==> src/include/quick_spi_params.svh <==
`ifndef QUICK_SPI_PARAMS_SVH
`define QUICK_SPI_PARAMS_SVH

// AXI side
`define QSPI_DATA_W 32
`define QSPI_ADDR_W 8
`define QSPI_STRB_W 4

// buffer geometry
`define QSPI_MEM_BYTES 64
`define QSPI_WORD_IDX_W 4

// SPI side
`define QSPI_NUM_SLAVES 2
`define QSPI_CNT_W 16

// transmit area with an exclusive end
`define QSPI_TX_START 12
`define QSPI_TX_END 38

`endif

==> src/hw/quick_spi_pkg.sv <==
`include "quick_spi_params.svh"

package quick_spi_pkg;

    typedef enum logic [1:0] {
        FIXED = 2'b00,
        INCR  = 2'b01,
        WRAP  = 2'b10 // steps like INCR here
    } axi_burst_e;

    // byte 0 of the buffer
    typedef struct packed {
        logic [3:0] rsvd;
        logic       burst; // one window for all elements
        logic       start; // cleared by the engine when done
        logic       cpha;
        logic       cpol;
    } spi_ctrl_t;

    typedef struct packed {
        logic [`QSPI_CNT_W-1:0] elem_size; // bits per element
        logic [7:0]             slave;
        spi_ctrl_t              ctrl;      // low byte
    } spi_cfg_fields_t;

    // word 0 is stored as bytes and read as fields
    typedef union packed {
        logic [3:0][7:0] bytes;
        spi_cfg_fields_t fields;
    } spi_cfg_word_u;

endpackage

==> src/hw/spi_buffer_mem.sv <==
`include "quick_spi_params.svh"

module spi_buffer_mem (
    input  logic                          s_axi_aclk,
    input  logic                          s_axi_aresetn,
    input  logic                          wr_en,
    input  logic [`QSPI_WORD_IDX_W-1:0]   wr_word,
    input  logic [`QSPI_DATA_W-1:0]       wr_data,
    input  logic [`QSPI_STRB_W-1:0]       wr_strb,
    input  logic                          rd_en,
    input  logic [`QSPI_WORD_IDX_W-1:0]   rd_word,
    input  logic [`QSPI_WORD_IDX_W+1:0]   tx_byte_idx,
    input  logic                          xfer_done,
    output logic [`QSPI_DATA_W-1:0]       rd_data,
    output quick_spi_pkg::spi_cfg_word_u  cfg_word,
    output logic [`QSPI_CNT_W-1:0]        elem_count,
    output logic [`QSPI_CNT_W-1:0]        extra_toggles,
    output logic [7:0]                    tx_byte
);

    quick_spi_pkg::spi_ctrl_t ctrl_q;                 // byte 0
    logic [7:0]               mem [1:`QSPI_MEM_BYTES-1];
    logic [6:0]               tx_addr;

    always_ff @(posedge s_axi_aclk) begin
        if (!s_axi_aresetn) begin
            ctrl_q <= '0;
        end else if (wr_en && wr_word == '0 && wr_strb[0]) begin
            ctrl_q <= wr_data[7:0];                   // host write wins over done
        end else if (xfer_done) begin
            ctrl_q.start <= 1'b0;
        end
    end

    always_ff @(posedge s_axi_aclk) begin
        if (wr_en) begin
            for (int b = 0; b < `QSPI_STRB_W; b++) begin
                if (wr_strb[b] && {wr_word, 2'(b)} != '0) begin
                    mem[{wr_word, 2'(b)}] <= wr_data[8*b +: 8];
                end
            end
        end
    end

    always_ff @(posedge s_axi_aclk) begin
        if (rd_en) begin
            if (rd_word == '0) begin
                rd_data <= cfg_word;
            end else begin
                for (int b = 0; b < `QSPI_STRB_W; b++) begin
                    rd_data[8*b +: 8] <= mem[{rd_word, 2'(b)}];
                end
            end
        end
    end

    assign cfg_word.bytes = {mem[3], mem[2], mem[1], ctrl_q};
    assign elem_count     = {mem[5], mem[4]};
    assign extra_toggles  = {mem[9], mem[8]};

    // reads past the transmit area give zeros
    assign tx_addr = 7'(`QSPI_TX_START) + 7'(tx_byte_idx);
    assign tx_byte = (tx_addr < 7'(`QSPI_TX_END)) ? mem[tx_addr] : 8'h00;

endmodule

==> config.mk <==
export PLATFORM = sky130hd
export DESIGN_NAME = spi_buffer_mem
export DESIGN_NICKNAME = d
export VERILOG_FILES = /design/src/hw/quick_spi_pkg.sv /design/src/hw/spi_buffer_mem.sv
export VERILOG_INCLUDE_DIRS = /design/src /design/src/include
export SDC_FILE = /design/constraint.sdc
export NUM_CORES = 1
export LEC_CHECK = 0
export BUFFER_PORTS_ARGS = -buffer_cell sky130_fd_sc_hd__buf_2
export CORE_AREA = 2 2 192 241
export DETAILED_ROUTE_END_ITERATION = 10
export DIE_AREA = 0 0 194 243
export PLACE_DENSITY = 0.76
export SYNTH_ARGS = -nofsm -noshare
export SYNTH_HDL_FRONTEND = slang
export SYNTH_SLANG_ARGS = --single-unit
==> constraint.sdc <==
create_clock -name s_axi_aclk -period 2.5 [get_ports s_axi_aclk]
set_clock_uncertainty 0.15 [all_clocks]
set_input_delay 0.125 -clock s_axi_aclk [delete_from_list [all_inputs] [get_ports s_axi_aclk]]
set_output_delay 0.125 -clock s_axi_aclk [all_outputs]
set_load 0.05 [all_outputs]
# After elaboration in Yosys (flattened, before gate mapping)
# Memories as Yosys holds them, arrays and structs flattened.
# Index checks and enable logic that the tools add are counted.
dict set report word_totals {
  mem_bits_ro 0
  register_bits 40
  latchBits 0
  ram_bits 504
  mem_count 1
}
# name words width read_ports rd_clocked_by_memory_dff wr line
set memory_table {}
lappend memory_table {mem 63 8 12 0 4 spi_buffer_mem.sv:22} ;# logic [7:0] mem [1:`QSPI_MEM_BYTES-1];
dict set report op_classes {
  add_sub_neg 1
  n_div 0
  n_bitwise 0
  reduce_logical 7
  n_lt_le_gt_ge 1
  eq_ne 0
  muxes 16
  n_shift 0
  mul 0
}
# op count
set ops {}
lappend ops {{$mux W32} 1}
lappend ops {{$mux W1} 14}
lappend ops {{$logic_not A4 Y1} 2}
lappend ops {{$mux W8} 1}
lappend ops {{$add A4 B6 Y7 const A} 1}
lappend ops {{$lt A7 B6 Y1 const B} 1}
lappend ops {{$reduce_bool A4 Y1} 1}
lappend ops {{$logic_and A1 B1 Y1} 3}
lappend ops {{$reduce_bool A2 Y1} 1}

# Longest topological paths before layout
# Gate-level depths: netlist of run 1.
dict set report depth {
  ltp_word 5
  depth_mapped 10
}

# Least setup slack after synthesis of run 1
# Ideal clock, no wire load.
dict set report synth_timing {
  path_type {in2out}
  start {input port tx_byte_idx[2]}
  end {output port tx_byte[4]}
  arrival_time_ns 3.048
  path_slack_ns -0.823
  cell_stages 10
  cell_sequence {buf_4 inv_2 buf_2 ha_1 xnor2_1 clkbuf_1 nand2_1 o22ai_1 nor4_1 nor3_1}
}
dict set report synth_via {
  elab_chain_len 3
  word_cells_on_any_way 4
  classes_between {1 x add/sub; 1 x order compare; 1 x mux; 1 x memory}
}
# item line
set synth_rtl {}
lappend synth_rtl {{start, declared} spi_buffer_mem.sv:12} ;# input logic [`QSPI_WORD_IDX_W+1:0] tx_byte_idx,
lappend synth_rtl {{$add A4 B6 Y7 (*)} spi_buffer_mem.sv:62} ;# assign tx_addr = 7'(`QSPI_TX_START) + 7'(tx_byte_idx);
lappend synth_rtl {{$mem_v2 Z63 W8 or $lt A7 B6 Y1 (tied branches)} -}
lappend synth_rtl {{$mux W8 (*)} spi_buffer_mem.sv:63} ;# assign tx_byte = (tx_addr < 7'(`QSPI_TX_END)) ? mem[tx_addr] : 8'h00;
lappend synth_rtl {{end, declared} spi_buffer_mem.sv:18} ;# output logic [7:0] tx_byte
# Mark *: on every way between the ends. The rest lies on a longest branch, timed or not.

==> qor.yml, run 1 <==
outcome: "finished with violations"
violations: "negative setup slack"
cp_slowest_cell: "mux4_2"
grt_usage: 0.3656
synth_area_mm2: 0.02430
peakVddDrop_mv: 0.7531
numCtsBuffers: 51
clk_pin_slew_ps: 70
port_buffers: 158
vias: 15500
row_count: 87
finalCritPeriodShare: 1.206
nets: 1680
overflow: 0
ioPinCount: 159
synthFlopType: "edfxtp_1"
clkSinkCount: 552
wirelength_mm: 85.51
rsz0062_at_grt: "yes"
async_flop_share: 0
crit_fanout: 2
syn_inst: 1265
slew_headroom: 0.4056
yosys_warnings: 0
antenna_found_initial: 7
drcViolationCount: 0
hold_viol_final: 0
syn_area_per_cell_um2: 19.21
start_util: 0.5418
drtIter0Drc: 2521
finalCriticalPeriod_ps: 3016
post_drt_wl_per_cell_um: 38.12
worst_slew_pin_slew_ps: 891.6
area_growth_syn_to_layout_pct: 19.90
slowest_delay_ps: 560
fmax_ghz: 0.3315
grt_pass1_wl_mm: 116.8
grt_pass1_vias: 15260
grt_max_degree: 33
cp-start-kind: "flop"
maxCapViolCount: 0
die_area_mm2: 0.04714
hp-class: "input port to flop"
required_ps: 2230
final_cells: 2243
r2r-start: "mem[47][2]"
crit_family: "multiplexers"
cts_tree: "yes"
crit_top_cell: "buf_4"
synth_edf_count: 544
core_mm2: 0.04485
fin_ws_ps: -516.2
placed_cells: 2101
worstSetupEndpointType: "output pin"
die_w_um: 194
critPathArrivalTime_ps: 2740
htreeDepth: 2
cp_cell_sequence: "mux4_2 > mux2i_1 > buf_4 > o21ai_2 > nor4_2 > buf_4 > nor3_4 > buf_6"
ys_seq_area_frac: 0.6789
dr.pass1.iters: 5
drv_slew: 0
hpwl_mm: 63.85
clk_latency_ps: 590
setup.worst_path.class: "flop to output pin"
yosys.cell_types.count: 41
drive_above_1_share: 0.3917
clockBufferDepth: 3
pre_cts_slack_ps: 19.04
post-route-util: 0.6496
gp_congestion: 1.084
path_buf_inv: 3
crit_start: "mem[5][4]"
pwr_density_cell_mw_per_mm2: 689.0
ant_nets: 0
die_y_um: 243
setup_viol: 8
min_from: "rd_en"
p_leak_uw: 0.01006
vias_per_cell: 6.911
root_buffer: "clkbuf_16"
ys_ff_latch: 552
## worst paths after layout
kind / end / slack [ps] / cells past startpoint
hold reg to reg: cfg_word[3] / 380 / 2
hold / removal: rd_data[6] / 50 / 1
setup reg to reg: rd_data[26] / 350 / 3
setup / recovery: tx_byte[4] / -520 / 8
## metrics by stage
stage               power (µW)  hold slack, ps  instance area, µm²  setup TNS [ps]
floorplan                11890           73.87               24430               0
global placement         12820           256.2               27050               0
detailed placement       12840           268.0               27050               0
CTS                      20050           44.07               29070           -3543
global route             20510           63.59               29130           -3917
finish                   20070           54.80               29140           -3500
## routing by layer
metal / global-route usage / wire length (µm) / up-vias
li1: - / - / 5996
met1: 0.4331 / 26750 / 7943
met2: 0.6103 / 42690 / 1258
met3: 0.06961 / 8697 / 301
met4: 0.2471 / 7345 / 4
met5: 0 / 28 / -
## cells in the mapped netlist (all sizes together), types with 12 or more instances
cell    number  share of area
edfxtp     544           0.67
mux2i       87          0.036
mux4       209           0.19
buf         46          0.014
o21ai       16         0.0033
nor3        12         0.0027
a221o       14         0.0058
clkbuf      36         0.0056
nand2       51         0.0079
nor2       100          0.016
o21a        32         0.0099
a21oi       47         0.0097
## where the power goes
part | leakage (µW) | total (µW) | switching [µW] | internal [µW]
logic | 0.00430 | 2350 | 1420 | 927
registers | 0.00499 | 10400 | 92.3 | 10300
clock network | 0.000760 | 7290 | 3330 | 3960
total | 0.0101 | 20100 | 4840 | 15200
## flip-flops by register name, summed over array words and instances (netlist names)
signal,cells
cfg_word,8
rd_data,32
mem,512
## what timing repair did
action                     4_1_cts  5_1_grt
pin swaps                        6        5
setup endpoints to repair        8        8
hold endpoints to repair       522        0
gates resized for setup         18        6
setup buffers                    8        4
hold buffers                    37        0
## placed cells by master, fill, tap and decap left out, types with 10 or more instances in the layout
cell / count
edfxtp_1: 544
buf_12: 19
buf_4: 170
clkinv_2: 11
nand2_1: 51
a221o_1: 14
o21a_1: 32
buf_2: 146
mux2i_1: 85
a21oi_1: 47
dlygate4sd3_1: 37
clkinv_1: 10
mux4_2: 209
nor2_1: 99
o21ai_0: 12
clkbuf_16: 53
## worst register-to-register path, cell delays in order, from the launching register on
cell	delay, ps
edfxtp_1	480
mux4_2	590
mux4_2	550
o21a_1	140
## final cells by class
cell class	instances	area, µm²
antenna	3	7.507
inverter	4	15.01
multi-input combinational	634	7495
tap	578	723.2
clock inverter	26	138.9
fill	3018	15710
timing repair buffer	381	2859
clock buffer	65	1401
sequential	552	16500
## kinds of logic after synthesis
| kind of cell | synth area share |
|---|---|
| xor+xnor | 0.001082 |
| fa+ha+maj | 0.0005148 |
| buf+inv | 0.01993 |
| mux | 0.2295 |
| flops | 0.6789 |
| compound gates | 0.03733 |
| other cells | 0.0001543 |
| simple gates | 0.03259 |
No activity file was read; power rests on OpenSTA's default activity.
==> run 2: changes to the inputs <==
- REMOVE_ABC_BUFFERS: not set -> 1
==> qor.yml, run 2 (synthesis results as in run 1) <==
peakVddDrop_mv: 0.6521
outcome: "finished with violations"
rsz0062_at_grt: "yes"
finalCriticalPeriod_ps: 2908
drv_slew: 0
overflow: 0
port_buffers: 158
hp-class: "input port to flop"
required_ps: 2230
diodes: 0
p_leak_uw: 0.01015
worst_slew_pin_slew_ps: 939.9
core_mm2: 0.04485
grt_usage: 0.3543
fmax_ghz: 0.3438
hold_slack_ps: 86.86
clk_pin_slew_ps: 70
fin_ws_ps: -408.5
cp_slowest_cell: "mux4_2"
clkSinkCount: 552
die_y_um: 243
dr.pass1.iters: 8
vias: 15460
hpwl_mm: 60.37
placed_cells: 2089
grt_pass1_vias: 15090
multiInputGateArea_mm2: 0.007482
drive_above_1_share: 0.3974
crit_fanout: 2
setup_viol: 8
ioPinCount: 159
wirelength_mm: 83.49
slowest_delay_ps: 540
vias_per_cell: 6.876
critPathArrivalTime_ps: 2630
final_cells: 2249
cp-start-kind: "flop"
finalCritPeriodShare: 1.163
pwr_density_cell_mw_per_mm2: 707.5
cp_cell_sequence: "mux4_2 > mux4_2 > nor3_2 > nor2_1 > o31a_1 > buf_6"
grt_max_degree: 33
regMostFlops: "mem"
die_w_um: 194
nets: 1689
violations: "negative setup slack"
worstSetupEndpointType: "output pin"
power_uw: 20760
hold_viol_final: 0
gp_congestion: 0.9509
num-fill-cells: 3022
final_cell_mix: "544 x edfxtp_1, 209 x mux4_2, 182 x buf_4, 146 x buf_2, 99 x nor2_1"
seqCellArea_mm2: 0.01650
htreeDepth: 2
maxCapViolCount: 0
tns_ps: -2127
post_drt_wl_per_cell_um: 37.12
root_buffer: "clkbuf_16"
drcViolationCount: 0
cts_tree: "yes"
ant_nets: 0
area_growth_syn_to_layout_pct: 20.74
post-route-util: 0.6542
grt_pass1_wl_mm: 115.4
drtIter0Drc: 2453
row_count: 87
slew_headroom: 0.3719
setup.worst_path.class: "flop to output pin"
clockBufferDepth: 3
die_area_mm2: 0.04714
antenna_found_initial: 4
numCtsBuffers: 50
crit_top_cell: "mux4_2"
start_util: 0.5418
largest_reg_flops: 512
clk_latency_ps: 590
layout_commonest_cell: "edfxtp_1"
run 2: through the flow:
| step | setup slack, ps | instance area (µm²) |
|---|---|---|
| 4_1_cts | -345.7 | 29210 |
| 3_3_place_gp | -182.8 | 26840 |
| 5_1_grt | -433.6 | 29340 |
| 3_5_place_dp | -181.8 | 26840 |
| 6_report | -408.5 | 29340 |
| 2_1_floorplan | -766.8 | 23860 |
run 2: final cells by class:
cell class / count / area share
multi-input cells: 634 / 0.2550
flip-flops and latches: 552 / 0.5623
clock buffers: 62 / 0.04559
clock inverters: 28 / 0.01181
well taps: 578 / 0.02465
inverters: 4 / 0.0005118
repair buffers: 391 / 0.1001
run 2: worst paths after layout:
kind | startpoint | end | slack [ps] | depth (start not counted)
setup / recovery | mem[51][6] | tx_byte[6] | -410 | 6
hold / removal | rd_en | rd_data[18] | 90 | 1
setup reg to reg | mem[44][5] | rd_data[5] | 370 | 3
hold reg to reg | cfg_word[0] | cfg_word[0] | 360 | 2
run 2: metal layers:
metal  vias to the layer above  GRT usage  wire [µm]
li1                       6001          -          -
met1                      8003     0.4776      29330
met2                      1258     0.5678      40140
met3                       199    0.07142       9540
met4                         2     0.1537       4458
met5                         -          0         13
run 2: worst max-delay path, delay by kind of cell (launching register included):
family                 cells  cell delay [ps]
buffers and inverters      1              180
and+or+nand+nor            2              230
muxes                      2             1040
DFF                        1              410
AOI/OAI and AO/OA          1              170
run 2: timing repair:
item	4_1_cts	5_1_grt
buffers inserted	26	13
gates resized for setup	43	7
pin swaps	14	10
hold buffers	36	0
setup endpoints to repair	8	8
gates cloned	0	0
endpoints found under the hold margin	520	0
run 2: power by group:
group / leakage [µW] / switching (µW) / internal [µW] / total (µW)
Combinational: 0.00434 / 1480 / 897 / 2380
Clock: 0.000817 / 3430 / 4550 / 7980
Sequential: 0.00499 / 63.5 / 10300 / 10400
Total: 0.0102 / 4970 / 15800 / 20800
