<file path="config.mk">
export PLATFORM = sky130hd
export DESIGN_NAME = axi_burst_decode
export DESIGN_NICKNAME = d
export VERILOG_FILES = /design/src/hw/quick_spi_pkg.sv /design/src/hw/axi_burst_decode.sv
export VERILOG_INCLUDE_DIRS = /design/src /design/src/include
export SDC_FILE = /design/constraint.sdc
export NUM_CORES = 1
export LEC_CHECK = 0
export BUFFER_PORTS_ARGS = -buffer_cell sky130_fd_sc_hd__clkbuf_2
export CAP_MARGIN = 20
export CORE_AREA = 3 3 64 111
export CTS_CLUSTER_SIZE = 28
export DETAILED_ROUTE_END_ITERATION = 8
export DIE_AREA = 0 0 67 114
export PLACE_DENSITY = 0.93
export SLEW_MARGIN = 20
export SYNTH_ARGS = -nofsm -noshare
export SYNTH_HDL_FRONTEND = slang
export SYNTH_SLANG_ARGS = --single-unit
</file>
<file path="constraint.sdc">
create_clock -name s_axi_aclk -period 2.7 [get_ports s_axi_aclk]
set_clock_uncertainty 0.2 [all_clocks]
set_input_delay 0.27 -clock s_axi_aclk [delete_from_list [all_inputs] [get_ports s_axi_aclk]]
set_output_delay 0.27 -clock s_axi_aclk [all_outputs]
set_load 0.01 [all_outputs]
</file>
<file path="src/include/quick_spi_params.svh">
`ifndef QUICK_SPI_PARAMS_SVH
`define QUICK_SPI_PARAMS_SVH

// AXI side
`define QSPI_DATA_W 32
`define QSPI_ADDR_W 8
`define QSPI_STRB_W 4

// buffer geometry
`define QSPI_MEM_BYTES 64
`define QSPI_WORD_IDX_W 4

// SPI side
`define QSPI_NUM_SLAVES 2
`define QSPI_CNT_W 16

// transmit area with an exclusive end
`define QSPI_TX_START 12
`define QSPI_TX_END 38

`endif

</file>
<file path="src/hw/quick_spi_pkg.sv">
`include "quick_spi_params.svh"

package quick_spi_pkg;

    typedef enum logic [1:0] {
        FIXED = 2'b00,
        INCR  = 2'b01,
        WRAP  = 2'b10 // steps like INCR here
    } axi_burst_e;

    // byte 0 of the buffer
    typedef struct packed {
        logic [3:0] rsvd;
        logic       burst; // one window for all elements
        logic       start; // cleared by the engine when done
        logic       cpha;
        logic       cpol;
    } spi_ctrl_t;

    typedef struct packed {
        logic [`QSPI_CNT_W-1:0] elem_size; // bits per element
        logic [7:0]             slave;
        spi_ctrl_t              ctrl;      // low byte
    } spi_cfg_fields_t;

    // word 0 is stored as bytes and read as fields
    typedef union packed {
        logic [3:0][7:0] bytes;
        spi_cfg_fields_t fields;
    } spi_cfg_word_u;

endpackage

</file>
<file path="src/hw/axi_burst_decode.sv">
`include "quick_spi_params.svh"

module axi_burst_decode (
    input  logic                        s_axi_aclk,
    input  logic                        s_axi_aresetn,
    input  logic [`QSPI_ADDR_W-1:0]     s_axi_awaddr,
    input  logic [7:0]                  s_axi_awlen,
    input  logic [1:0]                  s_axi_awburst,
    input  logic                        s_axi_awvalid,
    output logic                        s_axi_awready,
    input  logic [`QSPI_DATA_W-1:0]     s_axi_wdata,
    input  logic [`QSPI_STRB_W-1:0]     s_axi_wstrb,
    input  logic                        s_axi_wlast,
    input  logic                        s_axi_wvalid,
    output logic                        s_axi_wready,
    output logic [1:0]                  s_axi_bresp,
    output logic                        s_axi_bvalid,
    input  logic                        s_axi_bready,
    input  logic [`QSPI_ADDR_W-1:0]     s_axi_araddr,
    input  logic [7:0]                  s_axi_arlen,
    input  logic [1:0]                  s_axi_arburst,
    input  logic                        s_axi_arvalid,
    output logic                        s_axi_arready,
    output logic [`QSPI_DATA_W-1:0]     s_axi_rdata,
    output logic [1:0]                  s_axi_rresp,
    output logic                        s_axi_rlast,
    output logic                        s_axi_rvalid,
    input  logic                        s_axi_rready,
    output logic                        wr_en,
    output logic [`QSPI_WORD_IDX_W-1:0] wr_word,
    output logic [`QSPI_DATA_W-1:0]     wr_data,
    output logic [`QSPI_STRB_W-1:0]     wr_strb,
    output logic                        rd_en,
    output logic [`QSPI_WORD_IDX_W-1:0] rd_word,
    input  logic [`QSPI_DATA_W-1:0]     rd_data
);

    logic                      aw_active;
    logic                      ar_active;
    logic [`QSPI_ADDR_W-1:0]   aw_addr;
    logic [`QSPI_ADDR_W-1:0]   ar_addr;
    quick_spi_pkg::axi_burst_e aw_burst;
    quick_spi_pkg::axi_burst_e ar_burst;
    logic [7:0]                aw_len;
    logic [7:0]                ar_len;
    logic [7:0]                aw_cnt;
    logic [7:0]                ar_cnt;
    logic                      bus_idle;
    logic                      aw_start;
    logic                      ar_start;
    logic                      w_last;
    logic                      r_beat;

    function automatic logic [`QSPI_ADDR_W-1:0] next_addr(
        input logic [`QSPI_ADDR_W-1:0] addr,
        input quick_spi_pkg::axi_burst_e burst
    );
        if (burst == quick_spi_pkg::FIXED) begin
            return addr;
        end
        return {addr[`QSPI_ADDR_W-1:2] + 1'b1, 2'b00}; // next word
    endfunction

    // no new burst while a response is still pending
    assign bus_idle = !aw_active && !ar_active && !s_axi_bvalid && !s_axi_rvalid;
    assign aw_start = bus_idle && s_axi_awvalid;
    assign ar_start = bus_idle && s_axi_arvalid && !s_axi_awvalid; // writes first

    assign wr_en   = s_axi_wready && s_axi_wvalid;
    assign w_last  = wr_en && (s_axi_wlast || aw_cnt == aw_len);
    assign wr_word = aw_addr[`QSPI_WORD_IDX_W+1:2];
    assign wr_data = s_axi_wdata;
    assign wr_strb = s_axi_wstrb;

    assign rd_en   = ar_active && !s_axi_rvalid;
    assign r_beat  = s_axi_rvalid && s_axi_rready;
    assign rd_word = ar_addr[`QSPI_WORD_IDX_W+1:2];

    assign s_axi_rdata = rd_data;
    assign s_axi_bresp = 2'b00;
    assign s_axi_rresp = 2'b00;

    always_ff @(posedge s_axi_aclk) begin
        if (!s_axi_aresetn) begin
            aw_active     <= 1'b0;
            aw_cnt        <= '0;
            s_axi_awready <= 1'b0;
            s_axi_wready  <= 1'b0;
            s_axi_bvalid  <= 1'b0;
        end else begin
            s_axi_awready <= aw_start; // single-cycle pulse
            if (aw_start) begin
                aw_active <= 1'b1;
                aw_cnt    <= '0;
            end else if (wr_en) begin
                aw_cnt <= aw_cnt + 1'b1;
                if (w_last) begin
                    aw_active <= 1'b0;
                end
            end
            if (w_last) begin
                s_axi_wready <= 1'b0;
            end else if (aw_active && s_axi_wvalid) begin
                s_axi_wready <= 1'b1;
            end
            if (w_last) begin
                s_axi_bvalid <= 1'b1;
            end else if (s_axi_bready) begin
                s_axi_bvalid <= 1'b0;
            end
        end
    end

    always_ff @(posedge s_axi_aclk) begin
        if (!s_axi_aresetn) begin
            ar_active     <= 1'b0;
            ar_cnt        <= '0;
            s_axi_arready <= 1'b0;
            s_axi_rvalid  <= 1'b0;
            s_axi_rlast   <= 1'b0;
        end else begin
            s_axi_arready <= ar_start;
            if (ar_start) begin
                ar_active <= 1'b1;
                ar_cnt    <= '0;
            end else if (r_beat) begin
                ar_cnt <= ar_cnt + 1'b1;
                if (s_axi_rlast) begin
                    ar_active <= 1'b0;
                end
            end
            // buffer word lands together with rvalid
            if (rd_en) begin
                s_axi_rvalid <= 1'b1;
                s_axi_rlast  <= (ar_cnt == ar_len);
            end else if (r_beat) begin
                s_axi_rvalid <= 1'b0;
                s_axi_rlast  <= 1'b0;
            end
        end
    end

    always_ff @(posedge s_axi_aclk) begin
        if (aw_start) begin
            aw_addr  <= s_axi_awaddr;
            aw_burst <= quick_spi_pkg::axi_burst_e'(s_axi_awburst);
            aw_len   <= s_axi_awlen;
        end else if (wr_en) begin
            aw_addr <= next_addr(aw_addr, aw_burst);
        end
        if (ar_start) begin
            ar_addr  <= s_axi_araddr;
            ar_burst <= quick_spi_pkg::axi_burst_e'(s_axi_arburst);
            ar_len   <= s_axi_arlen;
        end else if (r_beat) begin
            ar_addr <= next_addr(ar_addr, ar_burst);
        end
    end

endmodule

</file>
* Word-level counts from Yosys, hierarchy flattened
Index checks and enable logic that the tools add are counted.
** Cells by class
- Bitwise gates (word level) :: 1
- Reductions and logical operators :: 32
- Equality and inequality tests :: 4
- Multiplexer cells :: 23
- Add/sub/neg operators :: 4
** Operators with widths (number)
- $mux W8 :: 6
- $mux W1 :: 17
- $add A8 B1 Y8 const B :: 2
- $eq A8 B8 Y1 :: 2
- $add A6 B1 Y6 const B :: 2
- $reduce_bool A2 Y1 :: 6
- $logic_and A1 B1 Y1 :: 11
- $reduce_and A2 Y1 :: 4
- $ne A3 B3 Y1 const B :: 2
- $reduce_or A2 Y1 :: 3
- $logic_not A1 Y1 :: 5
- $logic_not A2 Y1 :: 2
- $logic_or A1 B1 Y1 :: 1
- $not A1 Y1 :: 1
** Word-level totals
- Bits of input ports :: 112
- Flip-flop bits (word level) :: 60
- Logic and storage cells :: 80

* Logic depth before layout (Yosys ltp)
- Depth in word-level cells :: 10
- Mapped depth :: 5
- Mapped depth without buffers :: 5

* Least setup slack after synthesis
Ideal clock, no wire load.
- Path kind :: register to register
- From :: register s_axi_bvalid
- To :: register aw_addr[3], data pin
- Slack :: 852 ps
- Required time :: 2238 ps
- Cell stages (with the launch flop) :: 5
- Path buffers :: 0
- Clock period less this slack :: 1848 ps
- Arrival :: 1385 ps
- Cell sequence :: dfxtp_1 nor4_2 nand2_1 inv_1 mux2_1
** Between the ends
- Cells in the longest elaborated chain, start to end :: 5
** RTL lines
- start: declaration :: line axi_burst_decode.sv:17 : output logic s_axi_bvalid,
- start signal: assignment :: line axi_burst_decode.sv:89 : s_axi_bvalid <= 1'b0;
- start signal: assignment :: line axi_burst_decode.sv:107 : s_axi_bvalid <= 1'b1;
- start signal: assignment :: line axi_burst_decode.sv:109 : s_axi_bvalid <= 1'b0;
- $logic_not A1 Y1 :: line axi_burst_decode.sv:65 : assign bus_idle = !aw_active && !ar_active && !s_axi_bvalid && !s_axi_rvalid;
- $logic_and A1 B1 Y1 (2 in series) :: line axi_burst_decode.sv:65
- $logic_and A1 B1 Y1 :: line axi_burst_decode.sv:66 : assign aw_start = bus_idle && s_axi_awvalid;
- net aw_start :: line axi_burst_decode.sv:49 : logic aw_start;
- $mux W8 :: line axi_burst_decode.sv:144 : if (aw_start) begin
- end signal: assignment :: line axi_burst_decode.sv:145 : aw_addr <= s_axi_awaddr;
- end signal: assignment :: line axi_burst_decode.sv:149 : aw_addr <= next_addr(aw_addr, aw_burst);
- end: declaration :: line axi_burst_decode.sv:40 : logic [`QSPI_ADDR_W-1:0] aw_addr;
The timed path passes the listed nets, and every way through them passes these cells.
A chain may end at the register's enable or synchronous reset.

* Worst setup path after layout
- From :: register s_axi_rvalid
- To :: register ar_len[3] (enable)
** Between the ends
- Cells in the longest elaborated chain, start to end :: 4
** RTL lines
- start: declaration :: line axi_burst_decode.sv:27 : output logic s_axi_rvalid,
- start signal: assignment :: line axi_burst_decode.sv:119 : s_axi_rvalid <= 1'b0;
- start signal: assignment :: line axi_burst_decode.sv:134 : s_axi_rvalid <= 1'b1;
- start signal: assignment :: line axi_burst_decode.sv:137 : s_axi_rvalid <= 1'b0;
- $logic_not A1 Y1 :: line axi_burst_decode.sv:65
- $logic_and A1 B1 Y1 :: line axi_burst_decode.sv:65
- $logic_and A1 B1 Y1 (2 in series) :: line axi_burst_decode.sv:67 : assign ar_start = bus_idle && s_axi_arvalid && !s_axi_awvalid;
- net ar_start :: line axi_burst_decode.sv:50 : logic ar_start;
- end signal: assignment :: line axi_burst_decode.sv:154 : ar_len <= s_axi_arlen;
- end: declaration :: line axi_burst_decode.sv:45 : logic [7:0] ar_len;
The timed path passes the listed nets, and every way through them passes these cells.

==> results by group <==
Outcome
  • Status: completed

Power and ir drop
  • Cell-internal power: between 1 and 1.5 mW
  • Static leakage: between 1 and 1.5 nW
  • Combinational power share: approximately 17%
  • Clock Power Share: 29.6%
  • Power share of the sequential group: a little over half
  • Peak VDD IR: 0.440 mV
  • Pwr Density: between 600 and 700 mW/mm²
  • Sw Share: about a quarter
  • NetSw: between 0.4 and 0.5 mW

Route
  • Vias: about 1700
  • DRC viols: 0
  • Vias/cell: approximately 4.9
  • Post-DR wirelength/cell: approximately 19 µm
  • Antenna viol nets, final: 0
  • Drt pass-1 iters: 4
  • Initial DRC Count: 53
  • WL final: between 6 and 7 mm

STA
  • Setup Total Neg Slack: 0 ns
  • Tmin final: 1.93 ns
  • Fin. Hold Viols: 0
  • F_max: around 520 MHz
  • RSZ-0062 raised after global routing: false
  • Final Cycle Share: roughly 71%
  • Max-slew violations: 0
  • Worst hold slack: ~0.065 ns
  • # setup viols final: 0
  • Setup ws final: a little under 0.8 ns

Logic synthesis
  • Post-synth EDFFs: 28
  • Top-count cell post-synth: buf_4
  • Mean post-synth cell area: 10.6 µm²
  • Mapped Cells: ~260
  • FF+latch count, synth: 52
  • Synth top area share: a little over 30%
  • Yosys warning total: 0
  • Ys async rst share: 0%
  • Top cells by area, synth: edfxtp_1 (30%), buf_4 (20%), dfxtp_1 (17%)
  • Unique cell type count in the Yosys netlist: 35
  • Sequential area share after synthesis: a little under half
  • Synth Flop Type: edfxtp_1
  • Commonest cells in the netlist: buf_4 (72), edfxtp_1 (28), dfxtp_1 (24), nor2_1 (24), xor2_1 (18)
  • Mapped cell area: between 0.002 and 0.003 mm²
  • Cell taking the most area after synthesis: edfxtp_1

GRT
  • Pin count of the biggest net entering global routing: 17
  • GRT Resource Usage Total: about 18%
  • Total gr overflow: 0
  • Initial antenna violation count: 0
  • Vias in the first global route: approximately 1800
  • First-pass GRT wire length: around 9.6 mm

Worst setup path
  • Critical Path RT: about 2.5 ns
  • CP Max Fanout: 12
  • Critical path launch point type: register
  • Critical path endpoint category: register
  • Worst setup path class: reg2reg
  • Critical Path AT: between 1.5 and 2 ns

Die
  • Initial Util: roughly 44%
  • Die area: roughly 0.0076 mm²
  • Die W: 67 µm
  • Num rows: 38
  • Chip height: around 110 µm
  • Io pins: 200
  • Core Footprint: 0.00628 mm²

Clock network
  • # Post-CTS Setup Buffers: 0
  • # clock sinks: 52
  • Max Buffers Root-to-Sink: 2
  • CTS Buf Count: 5
  • TritonCTS clock tree: yes
  • CTS resizes: 0
  • CTS Root Cell: clkbuf_8
  • Worst-skew pair later-pin latency: ~0.31 ns
  • Clk pin slew, worst setup/hold paths: approximately 0.1 ns
  • CTS Hold Buffers Added: 20
  • H-tree levels: 2

Cells and area
  • Layout cells sized above 1: approximately 25%
  • Layout overhead on the synthesized area: 4.74%
  • Inserted Diodes: 0
  • Fin nets: between 300 and 400
  • Multi-input gate area: 871 µm²
  • Fill cell count: 600
  • Seq. cell area: around 0.0013 mm²

Hold path
  • Worst hold path type: in2reg

Place
  • Dpl hpwl: about 5.3 mm
  • PortBufs: a little over 50
  • Placer Congestion: 0.859
  • Setup WS pre-CTS: 0.786 ns

Flow run
  • Max-cap violations: 0
==> cells in the final DEF (no fill, tap or decap), types with 3 or more instances in the layout <==
| cell type | netlist | final |
|---|---|---|
| a21oi_1 | 8 | 8 |
| clkbuf_2 | 0 | 51 |
| clkbuf_8 | 0 | 5 |
| conb_1 | 1 | 4 |
| dfxtp_1 | 24 | 24 |
| dlygate4sd3_1 | 0 | 20 |
| edfxtp_1 | 28 | 28 |
| ha_1 | 4 | 4 |
| inv_1 | 3 | 3 |
| nand2_1 | 16 | 16 |
| nand3_1 | 4 | 4 |
| nand3b_1 | 3 | 3 |
| nand4_1 | 11 | 11 |
| nor2_1 | 24 | 24 |
| o21ai_0 | 4 | 4 |
| xnor2_1 | 16 | 16 |
| xor2_1 | 18 | 18 |
==> critical path: stages, from the launching register on <==
cell and delay (ns):
dfxtp_1 0.39, nor4_2 0.31, nand3b_2 0.30, inv_1 0.39
==> routing by layer <==
metal  vias to the layer above  global-route usage [%]  routed length (µm)
met5                         -                       0                   0
met4                         0                    14.2                 478
met3                        50                    11.2                1110
met2                        85                    28.8                3190
met1                       762                    13.7                1770
li1                        817                       -                   -
==> power groups by stage <==
stage          clock network, mW  logic (mW)  registers (mW)
2_1_floorplan                  0       0.288            1.01
3_3_place_gp                   0       0.290            1.00
3_5_place_dp                   0       0.301            1.00
4_1_cts                    0.563       0.325           0.985
5_1_grt                    0.595       0.355           0.992
6_report                   0.548       0.317           0.984
==> worst paths after layout <==
path	startpoint	end	slack, ns	cells past startpoint
setup / recovery	s_axi_rvalid$_SDFFE_PN0P_	ar_len[3]$_DFFE_PP_	0.77	3
hold / removal	s_axi_awaddr[3]	aw_addr[3]$_DFFE_PP_	0.07	2
setup reg to reg	s_axi_rvalid$_SDFFE_PN0P_	ar_len[3]$_DFFE_PP_	0.77	3
hold reg to reg	ar_active$_SDFFE_PN0P_	ar_active$_SDFFE_PN0P_	0.31	2
==> registers in the layout, summed over array words and instances, names as in the netlist <==
register,count
aw_active,1
aw_addr,4
ar_burst,2
aw_burst,2
s_axi_rlast,1
ar_cnt,8
s_axi_arready,1
aw_len,8
ar_addr,4
ar_len,8
s_axi_wready,1
s_axi_awready,1
ar_active,1
s_axi_bvalid,1
aw_cnt,8
s_axi_rvalid,1
==> layout make-up <==
type / instances / area share (%)
clock buffer: 8 / 4.23
sequential: 52 / 45.6
timing repair buffer: 73 / 16.2
inverter: 4 / 0.518
multi-input combinational: 133 / 30.0
tap: 80 / 3.45
==> kinds of logic after synthesis <==
group,after synthesis,share of synthesized area [%]
muxes,2,0.949
AOI/OAI and AO/OA,16,3.66
xor gates and xnor gates,34,10.8
DFF,52,47.7
other,1,0.135
and+or+nand+nor,73,13.7
adders and majority gates,4,1.81
buffers and inverters,80,21.2
==> metrics by stage <==
stage	std cells	total power, mW	utilization (%)	cell area, µm²
detailed placement	322	1.30	41.1	2580
global route	350	1.94	46.2	2900
global placement	322	1.29	41.1	2580
finish	350	1.85	46.2	2900
CTS	350	1.87	46.2	2900
floorplan	265	1.30	-	2780
Power figures use the tool's default switching activity.
